<file path="src/hw/axi_read_pkg.sv">
// Field types of the AXI-style read channels (AR and R).
// Import where a module carries request or response fields.

package axi_read_pkg;

  // --------------------
  // Field widths
  // --------------------
  localparam int unsigned ADDR_W = 32;
  localparam int unsigned DATA_W = 32;
  localparam int unsigned ID_W   = 4;

  typedef logic [ADDR_W-1:0] addr_t;
  typedef logic [DATA_W-1:0] data_t;
  typedef logic [ID_W-1:0]   id_t;

  // Beats minus one, as on the bus
  typedef logic [7:0] len_t;

  // Log2 of bytes per beat
  typedef logic [2:0] size_t;

  typedef logic [1:0] burst_t;

  // --------------------
  // Burst kinds
  // --------------------
  localparam burst_t BURST_FIXED = 2'b00;
  localparam burst_t BURST_INCR  = 2'b01;
  localparam burst_t BURST_WRAP  = 2'b10;

endpackage

</file>
<file path="src/hw/splitter_pkg.sv">
// Internal types shared by the burst splitter blocks.
// Holds the beat counter width and the request FSM states.

package splitter_pkg;

  // One more bit than len, so a full 256-beat burst fits
  localparam int unsigned BEAT_CNT_W = 9;

  typedef logic [BEAT_CNT_W-1:0] beat_cnt_t;

  // --------------------
  // Request splitter FSM
  // --------------------
  typedef enum logic {
    Idle,
    Busy
  } split_state_e;

endpackage

</file>
<file path="src/hw/slot_if.sv">
// Link between one beat-count slot, the request side that fills it
// and the response side that drains it. One instance per slot.

`timescale 1ns/1ps

interface slot_if import splitter_pkg::*; ();

  logic      load;
  beat_cnt_t load_count;
  logic      dec;
  beat_cnt_t count;
  logic      busy;

  // Request splitter side
  modport filler (output load, output load_count, input busy);

  // The slot itself
  modport counter (input load, input load_count, input dec, output count, output busy);

  // Response side
  modport drainer (output dec, input count, input busy);

endinterface

</file>
<file path="src/hw/beat_count_slot.sv">
// Beat counter for one outstanding burst. Loaded with the burst's beat
// count when the request is accepted, counted down per response beat.
// Busy while any beat is still owed.

`timescale 1ns/1ps

module beat_count_slot import splitter_pkg::*; (
  input logic     clk_i,
  input logic     rst_i,
  slot_if.counter slot
);

  beat_cnt_t count_q;

  always_ff @(posedge clk_i) begin
    if (rst_i) begin
      count_q <= '0;
    end else if (slot.load) begin
      count_q <= slot.load_count;
    end else if (slot.dec) begin
      count_q <= count_q - beat_cnt_t'(1);
    end
  end

  assign slot.count = count_q;
  assign slot.busy  = (count_q != '0);

  // --------------------
  // Checks
  // --------------------
  // Filler must wait for the drainer to free the slot
  assert property (@(posedge clk_i) disable iff (rst_i) slot.load |-> !slot.busy)
    else $error("slot loaded while a burst is still outstanding");

  // A response beat without an owning burst
  assert property (@(posedge clk_i) disable iff (rst_i) slot.dec |-> slot.busy)
    else $error("slot decremented while idle");

endmodule

</file>
<file path="src/hw/ar_splitter.sv">
// Request side of the burst splitter. Takes one burst request at a time,
// books its beat count in the next slot of the ring and sends it
// downstream as a run of single-beat requests.
// INCR steps the address by one beat, FIXED repeats it.

`timescale 1ns/1ps

module ar_splitter
  import axi_read_pkg::*;
  import splitter_pkg::*;
#(
  parameter int unsigned NumSlots = 4
) (
  input  logic    clk_i,
  input  logic    rst_i,

  input  logic    s_ar_valid_i,
  output logic    s_ar_ready_o,
  input  addr_t   s_ar_addr_i,
  input  len_t    s_ar_len_i,
  input  size_t   s_ar_size_i,
  input  burst_t  s_ar_burst_i,
  input  id_t     s_ar_id_i,

  output logic    m_ar_valid_o,
  input  logic    m_ar_ready_i,
  output addr_t   m_ar_addr_o,
  output len_t    m_ar_len_o,
  output size_t   m_ar_size_o,
  output burst_t  m_ar_burst_o,
  output id_t     m_ar_id_o,

  slot_if.filler  slots [NumSlots]
);

  localparam int unsigned IdxW = $clog2(NumSlots);
  typedef logic [IdxW-1:0] slot_idx_t;

  split_state_e       state_q;
  slot_idx_t          fill_ptr_q;
  logic [NumSlots-1:0] slot_busy;

  // Current burst
  addr_t  addr_q;
  size_t  size_q;
  burst_t burst_q;
  id_t    id_q;
  len_t   remain_q;

  logic accept;
  logic m_xfer;

  assign accept = s_ar_valid_i && s_ar_ready_o;
  assign m_xfer = m_ar_valid_o && m_ar_ready_i;

  // Per-slot fan-in of busy and fan-out of the load
  for (genvar i = 0; i < NumSlots; i++) begin : gen_slot_io
    assign slot_busy[i]        = slots[i].busy;
    assign slots[i].load       = accept && (fill_ptr_q == slot_idx_t'(i));
    assign slots[i].load_count = beat_cnt_t'(s_ar_len_i) + beat_cnt_t'(1);
  end

  assign s_ar_ready_o = (state_q == Idle) && !slot_busy[fill_ptr_q];

  // --------------------
  // Control
  // --------------------
  always_ff @(posedge clk_i) begin
    if (rst_i) begin
      state_q    <= Idle;
      fill_ptr_q <= '0;
    end else begin
      unique case (state_q)
        Idle: begin
          if (accept) begin
            state_q <= Busy;
          end
        end
        Busy: begin
          if (m_xfer && remain_q == '0) begin
            state_q <= Idle;
            // Ring order for any slot count
            if (fill_ptr_q == slot_idx_t'(NumSlots - 1)) begin
              fill_ptr_q <= '0;
            end else begin
              fill_ptr_q <= fill_ptr_q + slot_idx_t'(1);
            end
          end
        end
        default: state_q <= Idle;
      endcase
    end
  end

  // Burst registers, stepped once per downstream request
  always_ff @(posedge clk_i) begin
    if (accept) begin
      addr_q   <= s_ar_addr_i;
      size_q   <= s_ar_size_i;
      burst_q  <= s_ar_burst_i;
      id_q     <= s_ar_id_i;
      remain_q <= s_ar_len_i;
    end else if (m_xfer) begin
      remain_q <= remain_q - len_t'(1);
      if (burst_q == BURST_INCR) begin
        addr_q <= addr_q + (addr_t'(1) << size_q);
      end
    end
  end

  assign m_ar_valid_o = (state_q == Busy);
  assign m_ar_addr_o  = addr_q;
  assign m_ar_len_o   = '0;
  assign m_ar_size_o  = size_q;
  assign m_ar_burst_o = burst_q;
  assign m_ar_id_o    = id_q;

  // --------------------
  // Checks
  // --------------------
  // WRAP bursts are flagged at the input
  assert property (@(posedge clk_i) disable iff (rst_i)
      accept |-> s_ar_burst_i != BURST_WRAP)
    else $error("WRAP burst accepted, not supported");

endmodule

</file>
<file path="src/hw/r_last_rebuild.sv">
// Response side of the burst splitter. Passes single-beat responses
// upstream and rebuilds last from the beat count of the oldest burst.
// Combinational path, only the drain pointer is registered.

`timescale 1ns/1ps

module r_last_rebuild
  import axi_read_pkg::*;
  import splitter_pkg::*;
#(
  parameter int unsigned NumSlots = 4
) (
  input  logic    clk_i,
  input  logic    rst_i,

  input  logic    m_r_valid_i,
  output logic    m_r_ready_o,
  input  data_t   m_r_data_i,
  input  id_t     m_r_id_i,

  output logic    s_r_valid_o,
  input  logic    s_r_ready_i,
  output data_t   s_r_data_o,
  output id_t     s_r_id_o,
  output logic    s_r_last_o,

  slot_if.drainer slots [NumSlots]
);

  localparam int unsigned IdxW = $clog2(NumSlots);
  typedef logic [IdxW-1:0] slot_idx_t;

  slot_idx_t           drain_ptr_q;
  logic [NumSlots-1:0] slot_busy;
  beat_cnt_t           slot_count [NumSlots];

  logic head_busy;
  logic r_xfer;

  for (genvar i = 0; i < NumSlots; i++) begin : gen_slot_io
    assign slot_busy[i]  = slots[i].busy;
    assign slot_count[i] = slots[i].count;
    assign slots[i].dec  = r_xfer && (drain_ptr_q == slot_idx_t'(i));
  end

  assign head_busy = slot_busy[drain_ptr_q];

  // --------------------
  // Response path
  // --------------------
  assign s_r_valid_o = m_r_valid_i && head_busy;
  assign m_r_ready_o = s_r_ready_i && head_busy;
  assign s_r_data_o  = m_r_data_i;
  assign s_r_id_o    = m_r_id_i;
  assign s_r_last_o  = (slot_count[drain_ptr_q] == beat_cnt_t'(1));

  assign r_xfer = m_r_valid_i && m_r_ready_o;

  // Move to the next burst once its final beat has gone up
  always_ff @(posedge clk_i) begin
    if (rst_i) begin
      drain_ptr_q <= '0;
    end else if (r_xfer && s_r_last_o) begin
      if (drain_ptr_q == slot_idx_t'(NumSlots - 1)) begin
        drain_ptr_q <= '0;
      end else begin
        drain_ptr_q <= drain_ptr_q + slot_idx_t'(1);
      end
    end
  end

  // Downstream may only answer requests that have been booked
  assert property (@(posedge clk_i) disable iff (rst_i) m_r_valid_i |-> head_busy)
    else $error("response beat with no outstanding burst");

endmodule

</file>
<file path="src/hw/read_burst_splitter.sv">
// Read burst splitter top level. Upstream burst requests leave as
// single-beat requests, their responses return with last rebuilt.
// NumSlots sets how many bursts may be outstanding at once.

`timescale 1ns/1ps

module read_burst_splitter import axi_read_pkg::*; #(
  parameter int unsigned NumSlots = 4
) (
  input  logic   clk_i,
  input  logic   rst_i,

  // Upstream request
  input  logic   s_ar_valid_i,
  output logic   s_ar_ready_o,
  input  addr_t  s_ar_addr_i,
  input  len_t   s_ar_len_i,
  input  size_t  s_ar_size_i,
  input  burst_t s_ar_burst_i,
  input  id_t    s_ar_id_i,

  // Downstream request
  output logic   m_ar_valid_o,
  input  logic   m_ar_ready_i,
  output addr_t  m_ar_addr_o,
  output len_t   m_ar_len_o,
  output size_t  m_ar_size_o,
  output burst_t m_ar_burst_o,
  output id_t    m_ar_id_o,

  // Downstream response
  input  logic   m_r_valid_i,
  output logic   m_r_ready_o,
  input  data_t  m_r_data_i,
  input  id_t    m_r_id_i,

  // Upstream response
  output logic   s_r_valid_o,
  input  logic   s_r_ready_i,
  output data_t  s_r_data_o,
  output id_t    s_r_id_o,
  output logic   s_r_last_o
);

  slot_if slots [NumSlots] ();

  ar_splitter #(
    .NumSlots (NumSlots)
  ) u_ar_splitter (
    .clk_i        (clk_i),
    .rst_i        (rst_i),
    .s_ar_valid_i (s_ar_valid_i),
    .s_ar_ready_o (s_ar_ready_o),
    .s_ar_addr_i  (s_ar_addr_i),
    .s_ar_len_i   (s_ar_len_i),
    .s_ar_size_i  (s_ar_size_i),
    .s_ar_burst_i (s_ar_burst_i),
    .s_ar_id_i    (s_ar_id_i),
    .m_ar_valid_o (m_ar_valid_o),
    .m_ar_ready_i (m_ar_ready_i),
    .m_ar_addr_o  (m_ar_addr_o),
    .m_ar_len_o   (m_ar_len_o),
    .m_ar_size_o  (m_ar_size_o),
    .m_ar_burst_o (m_ar_burst_o),
    .m_ar_id_o    (m_ar_id_o),
    .slots        (slots)
  );

  // --------------------
  // Beat-count ring
  // --------------------
  for (genvar i = 0; i < NumSlots; i++) begin : gen_slot
    beat_count_slot u_slot (
      .clk_i (clk_i),
      .rst_i (rst_i),
      .slot  (slots[i])
    );
  end

  r_last_rebuild #(
    .NumSlots (NumSlots)
  ) u_r_last_rebuild (
    .clk_i       (clk_i),
    .rst_i       (rst_i),
    .m_r_valid_i (m_r_valid_i),
    .m_r_ready_o (m_r_ready_o),
    .m_r_data_i  (m_r_data_i),
    .m_r_id_i    (m_r_id_i),
    .s_r_valid_o (s_r_valid_o),
    .s_r_ready_i (s_r_ready_i),
    .s_r_data_o  (s_r_data_o),
    .s_r_id_o    (s_r_id_o),
    .s_r_last_o  (s_r_last_o),
    .slots       (slots)
  );

endmodule

</file>
<file path="config.mk">
export PLATFORM = sky130hd
export DESIGN_NAME = read_burst_splitter
export DESIGN_NICKNAME = d
export VERILOG_FILES = /design/src/hw/axi_read_pkg.sv /design/src/hw/splitter_pkg.sv /design/src/hw/slot_if.sv /design/src/hw/beat_count_slot.sv /design/src/hw/ar_splitter.sv /design/src/hw/r_last_rebuild.sv /design/src/hw/read_burst_splitter.sv
export SDC_FILE = /design/constraint.sdc
export NUM_CORES = 1
export LEC_CHECK = 0
export ABC_AREA = 0
export BUFFER_PORTS_ARGS = -buffer_cell sky130_fd_sc_hd__buf_2
export CORE_UTILIZATION = 50
export DETAILED_ROUTE_END_ITERATION = 8
export HOLD_SLACK_MARGIN = 0.08
export PLACE_DENSITY_LB_ADDON = 0.08
export SYNTH_ARGS = -nofsm -noshare
export SYNTH_HDL_FRONTEND = slang
export SYNTH_HIERARCHICAL = 1
export SYNTH_SLANG_ARGS = --single-unit
</file>
<file path="constraint.sdc">
create_clock -name clk_i -period 5.2 [get_ports clk_i]
set_input_delay 1.04 -clock clk_i [delete_from_list [all_inputs] [get_ports clk_i]]
set_output_delay 1.04 -clock clk_i [all_outputs]
set_load 0.005 [all_outputs]
</file>
Yosys cells after proc, flatten, opt, wreduce, memory -nomap -nowiden
Index checks and enable logic that the tools add are counted.
- register bits after elaboration: 90
- input port bits: 91
- output and inout bits: 90
- word-level logic and storage cells: 92
- $add $sub $neg: 9
- $lt $le $gt $ge: 3
- equality and inequality tests: 8
- shifts and indexed selects: 1
- multiplexer cells: 25
- bitwise operators: 2
- reductions and logical operators: 32
- operator list (kind ; count):
    2-to-1 mux 32 bit ; 3
    2-to-1 mux 9 bit ; 10
    nonzero test 9 bit ; 4
    subtractor 9 x 1 -> 9 bit, second input constant ; 4
    adder 32 bit ; 1
    << shifter 1 x 3 -> 32 bit, first input constant ; 1
    binary-select mux 9 bit (select 2 bit) ; 1
    logical AND 1 bit ; 16
    2-to-1 mux 8 bit ; 2
    nonzero test 2 bit ; 6
    adder 8 x 1 -> 9 bit, second input constant ; 1
    == test 9 x 1 -> 1 bit, second input constant ; 1
    == test 2 bit, second input constant ; 4
    logical NOT 8 bit ; 1
    subtractor 8 x 1 -> 8 bit, second input constant ; 1
    == test 2 x 1 -> 1 bit, second input constant ; 3
    less-than comparator 2 x 3 -> 1 bit, second input constant ; 2
    adder 2 x 1 -> 2 bit, second input constant ; 2
    binary-select mux 1 bit (select 2 bit) ; 2
    logical NOT 2 bit ; 2
    2-to-1 mux 1 bit ; 4
    2-to-1 mux 2 bit ; 2
    AND reduction 2 bit ; 2
    >= comparator 3 bit, second input constant ; 1
    4 further kinds ; 4

Depth between registers and ports, before layout
Gate-level depths: netlist (run 1).
- depth after elaboration: 8
- gate-level depth with buffers: 16
- gate-level depth less buffers: 12

Cells and area by module
Netlist (run 1), hierarchy kept.
- by module, submodules not included (module ; instances ; cells each ; area each (sq um) ; sequential area each (sq um)):
    ar_splitter ; 1 ; 364 ; 3568.4 ; 1531.5
    beat_count_slot ; 4 ; 64 ; 546.8 ; 180.2
    r_last_rebuild ; 1 ; 75 ; 606.8 ; 40.0

Worst setup path before layout (run 1)
OpenSTA, ideal clock, no wires.
- kind: in2reg
- from: in m_ar_ready_i
- to: reg u_ar_splitter.addr_q[0] (netlist: u_ar_splitter/m_ar_addr_o[0]) (enable)
- library setup time: 466 ps
- data arrival time: 3417 ps
- required time: 4734 ps
- setup slack: 1317 ps
- cell stages on the path: 2
- buffers on the path: 0
- path through: nand2_1 -> o21ai_0
- cells in the longest elaborated chain, start to end: 3
- RTL lines (what ; line ; source):
    start, declared ; read_burst_splitter.sv:24 ; input logic m_ar_ready_i,
    logical AND 1 bit ; ar_splitter.sv:54 ; assign m_xfer = m_ar_valid_o && m_ar_ready_i;
    nonzero test 2 bit (no line) ; -- ;
    AND reduction 2 bit (no line) ; -- ;
    end signal, assigned ; ar_splitter.sv:98 ; addr_q <= s_ar_addr_i;
    end signal, assigned ; ar_splitter.sv:106 ; addr_q <= addr_q + (addr_t'(1) << size_q);
    end, declared ; ar_splitter.sv:44 ; addr_t addr_q;
Every way passes these cells.
A chain may end at the register's enable or synchronous reset.

Worst setup path in the final report (run 1)
- from: reg gen_slot[2].u_slot.count_q[1]
- to: reg gen_slot[2].u_slot.count_q[6]
- cells in the longest elaborated chain, start to end: 8
- elaborated cells on any way between the ends: 16
- classes of those cells: add/sub: 1; mux: 6; reduce/logical: 9
- RTL lines (what ; line ; source):
    start, declared ; beat_count_slot.sv:13 ; beat_cnt_t count_q;
    start signal, assigned ; beat_count_slot.sv:19 ; count_q <= slot.load_count;
    start signal, assigned ; beat_count_slot.sv:21 ; count_q <= count_q - beat_cnt_t'(1);
    nonzero test 9 bit * ; beat_count_slot.sv:26 ; assign slot.busy = (count_q != '0);
    named net slots[2].busy ; slot_if.sv:12 ; logic busy;
    binary-select mux 1 bit (select 2 bit) * ; ar_splitter.sv:63 ; assign s_ar_ready_o = (state_q == Idle) && !slot_busy[fill_ptr_q];
    2-to-1 mux 1 bit (implied by the code) * ; ar_splitter.sv:63 ;
    logical NOT 1 bit * ; ar_splitter.sv:63 ;
    logical AND 1 bit * ; ar_splitter.sv:63 ;
    logical AND 1 bit * ; ar_splitter.sv:53 ; assign accept = s_ar_valid_i && s_ar_ready_o;
    logical AND 1 bit * ; ar_splitter.sv:59 ; assign slots[i].load = accept && (fill_ptr_q == slot_idx_t'(i));
    named net slots[2].load ; slot_if.sv:8 ; logic load;
    2-to-1 mux 9 bit / nonzero test 2 bit (equally long branches) ; -- ;
The timed path passes the listed nets; every way through them passes the cells marked *. The select of a mux whose other input is x is not followed.

==> results of run 1 <==
[worst max path at each step]
stage / startpoint / endpoint / depth (start not counted) / slack, ns
after global routing: gen_slot[3].u_slot/slot.count[0] / gen_slot[3].u_slot/slot.count[6] / 12 / 0.79
after floorplan: m_ar_ready_i / u_ar_splitter/m_ar_addr_o[0] / 2 / 1.32
final: gen_slot[2].u_slot/slot.count[1] / gen_slot[2].u_slot/slot.count[6] / 12 / 1.06
after global placement: gen_slot[3].u_slot/slot.count[0] / u_ar_splitter/m_ar_addr_o[31] / 12 / 1.36
after CTS: gen_slot[3].u_slot/slot.count[0] / gen_slot[2].u_slot/slot.count[6] / 12 / 1.07
after detailed placement: gen_slot[2].u_slot/slot.count[0] / gen_slot[2].u_slot/slot.count[6] / 12 / 1.13
[worst reg2reg max path, cell delays in order, from the launching register on]
cell and delay, ns:
dfxtp_1 0.44, inv_1 0.07, ha_1 0.20, or4b_4 0.23, and2b_2 0.22, nand2b_1 0.10
mux4_2 0.26, nand2b_1 0.53, inv_2 0.36, and2_1 0.40, nor3b_1 0.64, or4b_1 0.51
o211ai_1 0.10
[kinds of logic (layout without fill, tap and decap cells)]
family	count (synthesis)	after routing
buffers and inverters	123	145
AOI/OAI and AO/OA	130	130
adders and majority gates	23	23
muxes	8	8
other	1	8
and+or+nand+nor	268	268
DFF	90	90
xor gates and xnor gates	52	52
[power by group through the flow]
stage	registers [uW]	logic [uW]	clock network [uW]
3_5_place_dp	1340	1240	0
2_1_floorplan	1320	913	0
3_3_place_gp	1330	1220	0
5_1_grt	1360	1410	793
6_report	1330	1250	753
4_1_cts	1330	1250	769
[stage by stage]
step | setup WS, ns | cell area, sq um | hold WS [ns] | power (uW)
floorplan | 1.317 | 6389 | 0.4999 | 2232
global placement | 1.363 | 6434 | 0.5303 | 2558
detailed placement | 1.134 | 6434 | 0.5429 | 2584
CTS | 1.067 | 6769 | 0.5521 | 3348
global route | 0.7870 | 6769 | 0.5792 | 3561
finish | 1.060 | 6769 | 0.5507 | 3331
[per-layer routing]
metal / up-vias / routed length (um) / share of wire (%) / track usage [%]
li1: 2503 / - / - / -
met1: 2401 / 6562 / 44 / 29.50
met2: 156 / 7127 / 48 / 38.26
met3: 22 / 840 / 5.7 / 3.954
met4: 0 / 250 / 1.7 / 9.524
met5: - / 0 / 0 / 0
[cell usage after synthesis, types with 9 or more instances]
| master | n |
|---|---|
| inv_1 | 26 |
| nor3b_1 | 19 |
| o21ai_0 | 37 |
| o211ai_1 | 13 |
| nand4_1 | 15 |
| ha_1 | 22 |
| xor2_1 | 36 |
| a211oi_1 | 9 |
| xnor2_1 | 16 |
| nand3_1 | 19 |
| edfxtp_1 | 49 |
| nor3_1 | 17 |
| buf_4 | 80 |
| nor2_1 | 43 |
| a21oi_1 | 28 |
| nand2_1 | 67 |
| dfxtp_1 | 41 |
| and2_1 | 17 |
[flip-flops by register name (all words and copies together), names as in the netlist]
name	flops
gen_slot.u_slot/slot.count	36
u_ar_splitter/m_ar_addr_o	32
u_ar_splitter/remain_q	8
u_ar_splitter/m_ar_id_o	4
u_ar_splitter/m_ar_size_o	3
u_ar_splitter/fill_ptr_q	2
u_ar_splitter/m_ar_burst_o	2
u_r_last_rebuild/drain_ptr_q	2
u_ar_splitter/m_ar_valid_o	1
[area by class of cell]
class | count | area (sq um)
clock buffers | 11 | 232.7
clock inverters | 5 | 102.6
fillers | 1201 | 5443
inverters | 27 | 101.3
multi-input cells | 489 | 3314
flip-flops and latches | 90 | 2292
well taps | 168 | 210.2
repair buffers | 102 | 515.5
==> results.json, run 1 <==
{
  "status": "finished, final reports clean",
  "period_share_pct": 79.62,
  "start_kind": "flip-flop",
  "cp_num_buf_inv": 2,
  "path_class": "reg -> reg",
  "vias": 5082,
  "hold-path-endpoint": "gen_slot[2].u_slot/slot.count[4]",
  "hold_viol": 0,
  "ios": 181,
  "p_sw_share_pct": 36.86,
  "drtIter0Drc": 495,
  "crit_fanout": 27,
  "worstReg2RegEnd": "gen_slot[2].u_slot/slot.count[6]",
  "timing.rr.start": "gen_slot[2].u_slot/slot.count[1]",
  "cp.required_ns": 5.47,
  "utilization_pct": 55.43,
  "fin_cells": 892,
  "combPwrFrac_pct": 37.5,
  "layout_commonest_cell": "buf_2",
  "grt_start_max_net_pins": 58,
  "diodes": 0,
  "hp-start": "gen_slot[2].u_slot/slot.count[4]",
  "cts_setup_buffers": 0,
  "synth_warnings": 6,
  "setup_viol": 0,
  "setup_tns_ns": 0,
  "nets": 833,
  "slew-limit-headroom_pct": 29.73,
  "pwr_density_cell_nw_per_um2": 492.2,
  "grt_usage_pct": 22.93,
  "cpMaxStageDelayCell": "nor3b_1",
  "synth_top_cell_by_area": "edfxtp_1",
  "synth_xor_area_share_pct": 7.158,
  "dp_hpwl_mm": 10.52,
  "ys_seq_elements": 90,
  "crit_arrival_ns": 4.41,
  "synthAdderAreaFrac_pct": 4.641,
  "syn_inst": 695,
  "die_area_sq_um": 13180,
  "first_pass_iters": 5,
  "worstHoldPathCells": 2,
  "cts.sink_count": 90,
  "hold_buffers": 0,
  "cpPeakStageDelay_ns": 0.64,
  "period_minus_slack_ns": 4.140,
  "regToRegSetupSlack_ns": 1.06,
  "drc": 0,
  "syn_avg_cell_area_sq_um": 9.154,
  "synth_edf_count": 49,
  "rsz0062_at_grt": "false",
  "rr_worst_depth": 12,
  "die_y_um": 114.8,
  "yosysTopAreaCellShare_pct": 23.13,
  "dp_cells": 876,
  "clock_power_share_pct": 22.6,
  "syn_to_final_growth_pct": 6.391,
  "seq_area_frac_synth_pct": 36.03,
  "gp_congestion": 0.8926,
  "port_buffers": 100,
  "final_cell_mix": "buf_2, nand2_1, edfxtp_1",
  "postRouteWirelength_mm": 14.78,
  "synth_compound_area_share_pct": 13.69,
  "synthMuxAreaShare_pct": 1.652,
  "ctsResizeCount": 0,
  "clk_pin_slew_ns": 0.06,
  "p_sw_uw": 1228,
  "overflow": 0,
  "rows": 40,
  "hold_path_class": "reg -> reg",
  "start_util_pct": 52.10,
  "ys_types": 62,
  "ir_drop_mv": 0.1839,
  "cpMostUsedCell": "nand2b_1",
  "internal-power_uw": 2104,
  "cp_top_family": "simple AND/OR/NAND/NOR gates",
  "wl_per_cell_um": 16.57,
  "clock_latency_ns": 0.36,
  "clock_tree.root_cell": "clkbuf_16",
  "ant_nets": 0,
  "antenna_found_initial": 0,
  "async_reset_ff_share_pct": 0,
  "core-area_sq_um": 12210,
  "grt_pass1_wl_mm": 23.45,
  "htree_levels": 3,
  "synth_top_flop_cell": "edfxtp_1",
  "worstMarginPinSlew_ns": 1.049,
  "synthTopCellsByArea": "edfxtp_1, dfxtp_1, buf_4",
  "p_leak_uw": 0.002507,
  "crit_path_cell_trace": "inv_1 -> ha_1 -> or4b_4 -> and2b_2 -> nand2b_1 -> mux4_2 -> nand2b_1 -> inv_2 -> and2_1 -> nor3b_1 -> or4b_1 -> o211ai_1",
  "max_clock_freq_mhz": 241.5,
  "via_per_inst": 5.697,
  "die_width_um": 114.8,
  "finalMaxSlewViolations": 0,
  "cts_tree": "done",
  "synth_top_family_by_area": "simple AND/OR/NAND/NOR gates",
  "numCtsBuffers": 9,
  "first_global_vias": 4763,
  "end_kind": "flip-flop",
  "finClkSkew_ns": 0.01129,
  "cts_max_path_buffers": 2,
  "synth-simple-area-share_pct": 24.42,
  "seq_power_share_pct": 39.9,
  "drv_cap": 0,
  "final_layout_size_suffix_gt1_share_pct": 20.30,
  "netlist_area_sq_um": 6362
}
Power figures use the tool's default switching activity.
==> run 2, diff against run 1 <==
CORE_UTILIZATION = 48   (was 50)
clock period = 3.8 ns   (was 5.2 ns; I/O delays follow)
==> run 2 against run 1 <==
- cell count grew 1.0%
- non-clock buffer count rose by 5
- register-to-register slack worse by 0.66 ns
- global-route usage is 0.34 points lower
- clock-buffer cell count down 1
- utilization shrank 2.0 points
- first-iteration DRC count down 39%
- largest cell class unchanged
==> results.json, run 2 (synthesized netlist as in run 1, its figures left out) <==
{
  "path_class": "reg -> reg",
  "rows": 41,
  "worstMarginPinSlew_ns": 0.9132,
  "overflow": 0,
  "internal-power_uw": 2914,
  "via_per_inst": 5.674,
  "max_clock_freq_mhz": 294.1,
  "start_kind": "flip-flop",
  "clock_latency_ns": 0.35,
  "rsz0062_at_grt": "false",
  "setup_tns_ns": 0,
  "die_area_sq_um": 13720,
  "utilization_pct": 53.41,
  "worstHoldPathCells": 2,
  "diodes": 0,
  "grt_pass1_wl_mm": 23.63,
  "postRouteWirelength_mm": 14.96,
  "layout_commonest_cell": "buf_2",
  "crit_arrival_ns": 3.66,
  "clk_pin_slew_ns": 0.06,
  "final_cell_mix": "buf_2, nand2_1, edfxtp_1",
  "first_pass_iters": 4,
  "hold_viol": 0,
  "grt_start_max_net_pins": 48,
  "end_kind": "flip-flop",
  "antenna_found_initial": 0,
  "drc": 0,
  "die_width_um": 117.1,
  "status": "finished, final reports clean",
  "hold_path_class": "reg -> reg",
  "ios": 181,
  "ir_drop_mv": 0.2701,
  "p_leak_uw": 0.002534,
  "numCtsBuffers": 9,
  "clock_power_share_pct": 22.1,
  "p_sw_share_pct": 36.44,
  "cp.required_ns": 4.06,
  "start_util_pct": 49.81,
  "cts_setup_buffers": 0,
  "period_minus_slack_ns": 3.400,
  "drv_cap": 0,
  "rr_worst_depth": 11,
  "vias": 5112,
  "cts_tree": "done",
  "crit_fanout": 11,
  "hold_slack_ns": 0.5558,
  "total_power_uw": 4584,
  "setup_viol": 0,
  "cts_max_path_buffers": 2,
  "p_sw_uw": 1671,
  "clock_tree.root_cell": "clkbuf_16",
  "first_global_vias": 4756,
  "slew-limit-headroom_pct": 39.11,
  "port_buffers": 100,
  "drtIter0Drc": 302,
  "period_share_pct": 89.47,
  "die_y_um": 117.1,
  "grt_usage_pct": 22.59,
  "pwr_density_cell_nw_per_um2": 671.9,
  "largest_register_ff_count": 36,
  "nets": 838,
  "finalMaxSlewViolations": 0,
  "ctsResizeCount": 0,
  "core-area_sq_um": 12770,
  "finClkSkew_ns": 0.01000,
  "seq_power_share_pct": 39.6,
  "cts.sink_count": 90,
  "ant_nets": 0,
  "combPwrFrac_pct": 38.3,
  "htree_levels": 3,
  "gp_congestion": 0.8837,
  "wl_per_cell_um": 16.61,
  "final_layout_size_suffix_gt1_share_pct": 20.71,
  "syn_to_final_growth_pct": 7.237,
  "dp_hpwl_mm": 10.81,
  "hold_buffers": 0
}
-- run 2: cell types whose count changed in the layout (fill, tap and decap cells not counted) --
cell      change
buf_4         +4
clkinv_1      +2
buf_12        +1
clkbuf_1      -1
clkinv_2      -1
-- run 2: stage by stage --
step,instance area [sq um],cells,setup slack (ns)
floorplan,6389,702,0.1175
global placement,6489,885,0.5059
detailed placement,6489,885,0.3658
CTS,6823,901,0.3614
global route,6823,901,0.09592
finish,6823,901,0.4002
-- run 2: power groups by stage --
stage / logic [uW] / registers (uW) / clock network [uW]
6_report: 1760 / 1820 / 1010
3_3_place_gp: 1720 / 1820 / 0
5_1_grt: 2010 / 1870 / 1080
3_5_place_dp: 1760 / 1840 / 0
4_1_cts: 1770 / 1820 / 1040
2_1_floorplan: 1250 / 1800 / 0
-- run 2: layout make-up --
class	instances	area (sq um)
fillers	1186	5951
multi-input cells	489	3314
flip-flops and latches	90	2292
repair buffers	107	565.5
clock buffers	10	229.0
well taps	172	215.2
clock inverters	6	105.1
inverters	27	101.3
-- run 2: layer usage --
metal  up-vias  wire [um]  track usage (%)
met3        52        669            3.193
met2       129       7103            37.83
met5         -          0                0
li1       2516          -                -
met4         0        469            11.81
met1      2415       6719            28.40
-- run 2: path summary, 6_finish.rpt --
path / slack [ns] / startpoint / to
max reg2reg: 0.40 / gen_slot[3].u_slot/slot.count[0] / gen_slot[1].u_slot/slot.count[6]
max: 0.40 / gen_slot[3].u_slot/slot.count[0] / gen_slot[1].u_slot/slot.count[6]
min: 0.56 / gen_slot[2].u_slot/slot.count[4] / gen_slot[2].u_slot/slot.count[4]
min reg2reg: 0.56 / gen_slot[2].u_slot/slot.count[4] / gen_slot[2].u_slot/slot.count[4]
-- run 2: critical path, stage by stage (launching register included) --
cell,delay (ns)
dfxtp_1,0.43
inv_1,0.07
ha_1,0.21
or4b_4,0.21
and2b_2,0.22
nand2b_1,0.10
mux4_2,0.29
and3_4,0.23
and2_1,0.40
nor3b_1,0.57
or4b_1,0.49
o211ai_1,0.09
==> run 3, diff against run 2 <==
CORE_MARGIN = 2   (was not set)
==> run 3 against run 2 <==
- combinational power barely moved
- via count shrank 1.3%
- clock-buffer cell count up 3
- worst hold slack worse by 0.0014 ns
- register-to-register slack about the same
- routed wire length down 0.61%
- power shrank 4.5%
- critical endpoint unchanged
- highest routed layer unchanged
==> results.json, run 3 (synthesized netlist as in run 1, its figures left out) <==
{
  "drtIter0Drc": 335,
  "ios": 181,
  "layout_commonest_cell": "buf_2",
  "period_minus_slack_ns": 3.404,
  "vias": 5045,
  "port_buffers": 100,
  "rsz0062_at_grt": "false",
  "core-area_sq_um": 13090,
  "grt_usage_pct": 21.13,
  "slew-limit-headroom_pct": 38.83,
  "setup_tns_ns": 0,
  "timing.rr.start": "gen_slot[1].u_slot/slot.count[0]",
  "largest_register_ff_count": 36,
  "status": "finished, final reports clean",
  "dp_cells": 888,
  "ant_nets": 0,
  "nets": 837,
  "clk_pin_slew_ns": 0.06,
  "clock_latency_ns": 0.35,
  "dp_hpwl_mm": 10.70,
  "crit_path_cell_trace": "inv_1 -> ha_1 -> or4b_4 -> and2b_2 -> nand2b_1 -> mux4_2 -> and3_4 -> and2_1 -> nor3b_1 -> or4b_1 -> o211ai_1",
  "htree_levels": 3,
  "cts_tree": "done",
  "finClkSkew_ns": 0.01060,
  "cts_max_path_buffers": 2,
  "ir_drop_mv": 0.2457,
  "final_cell_mix": "buf_2, nand2_1, edfxtp_1",
  "max_clock_freq_mhz": 293.8,
  "drv_cap": 0,
  "antenna_found_initial": 0,
  "hp-start": "u_ar_splitter/fill_ptr_q[0]",
  "drc": 0,
  "period_share_pct": 89.57,
  "wl_per_cell_um": 16.45,
  "ctsResizeCount": 0,
  "final_layout_size_suffix_gt1_share_pct": 20.60,
  "crit_fanout": 11,
  "cpPeakStageDelay_ns": 0.60,
  "post-place-ws_ns": 0.4315,
  "numCtsBuffers": 9,
  "rows": 42,
  "cpMaxStageDelayCell": "nor3b_1",
  "p_leak_uw": 0.002498,
  "start_util_pct": 48.62,
  "crit_path_start": "gen_slot[1].u_slot/slot.count[0]",
  "first_global_vias": 4797,
  "first_pass_iters": 5,
  "gp_congestion": 0.8728,
  "die_area_sq_um": 14190,
  "hold_viol": 0,
  "cp_top_family": "simple AND/OR/NAND/NOR gates",
  "die_y_um": 119.1,
  "hold_buffers": 0,
  "setup_slack_ns": 0.3965,
  "pwr_density_cell_nw_per_um2": 649.8,
  "crit_arrival_ns": 3.67,
  "overflow": 0,
  "cts.sink_count": 90,
  "cp_num_buf_inv": 1,
  "cp.required_ns": 4.07,
  "grt_pass1_wl_mm": 24.00,
  "die_width_um": 119.1,
  "start_kind": "flip-flop",
  "path_class": "reg -> reg",
  "cts_setup_buffers": 0,
  "worstMarginPinSlew_ns": 0.9176,
  "end_kind": "flip-flop",
  "fin_cells": 904,
  "grt_start_max_net_pins": 50,
  "hold_path_class": "reg -> reg",
  "clock_tree.root_cell": "clkbuf_16",
  "finalMaxSlewViolations": 0,
  "setup_viol": 0,
  "diodes": 0,
  "syn_to_final_growth_pct": 5.880,
  "via_per_inst": 5.581,
  "postRouteWirelength_mm": 14.87
}
run 3: cell count changes in the layout (fill, tap and decap cells not counted), sizes merged:
cell      delta
bufinv       -3
clkbuf       +3
buf          -1
clkinv       +1
clkinvlp     -1
run 3: metal layers:
metal  global-route usage, %  share of wire (%)  vias to the layer above
li1                        -                  -                     2508
met2                   35.09                 46                      131
met4                   8.854                2.3                        0
met1                   27.49                 46                     2377
met3                   3.161                4.9                       29
met5                       0                  0                        -
run 3: cell type report:
| type | count | area (sq um) |
|---|---|---|
| fill | 1230 | 6349 |
| multi-input combinational | 489 | 3314 |
| sequential | 90 | 2292 |
| timing repair buffer | 106 | 545.5 |
| clock buffer | 13 | 244.0 |
| tap | 176 | 220.2 |
| inverter | 27 | 101.3 |
| clock inverter | 3 | 18.77 |
run 3: where the power goes:
part	switching, uW	internal (uW)	total [uW]
clock network	377	451	827
registers	306	1510	1820
logic	982	748	1730
total	1660	2710	4380
run 3: metrics by stage:
step	area (sq um)	util (%)	hold WS (ns)	total power, uW
6_report	6736	51.48	0.5544	4377
5_1_grt	6736	51.48	0.5762	4708
4_1_cts	6736	51.48	0.5504	4417
3_5_place_dp	6474	49.47	0.5356	3577
3_3_place_gp	6474	49.47	0.5343	3534
2_1_floorplan	6389	-	0.4999	3050
run 3: worst reg2reg max path, delay by kind of cell, from the launching register on:
family	cells	cell delay [ns]
mux	1	0.29
buf+inv	1	0.07
compound gates	1	0.09
fa+ha+maj	1	0.21
flops	1	0.44
simple gates	7	2.24
run 3: path summary, 6_finish.rpt:
path                                           end  slack (ns)  cells past startpoint
setup reg to reg  gen_slot[1].u_slot/slot.count[6]        0.40                     11
hold / removal         u_ar_splitter/fill_ptr_q[0]        0.55                      2
setup / recovery  gen_slot[1].u_slot/slot.count[6]        0.40                     11
hold reg to reg        u_ar_splitter/fill_ptr_q[0]        0.55                      2
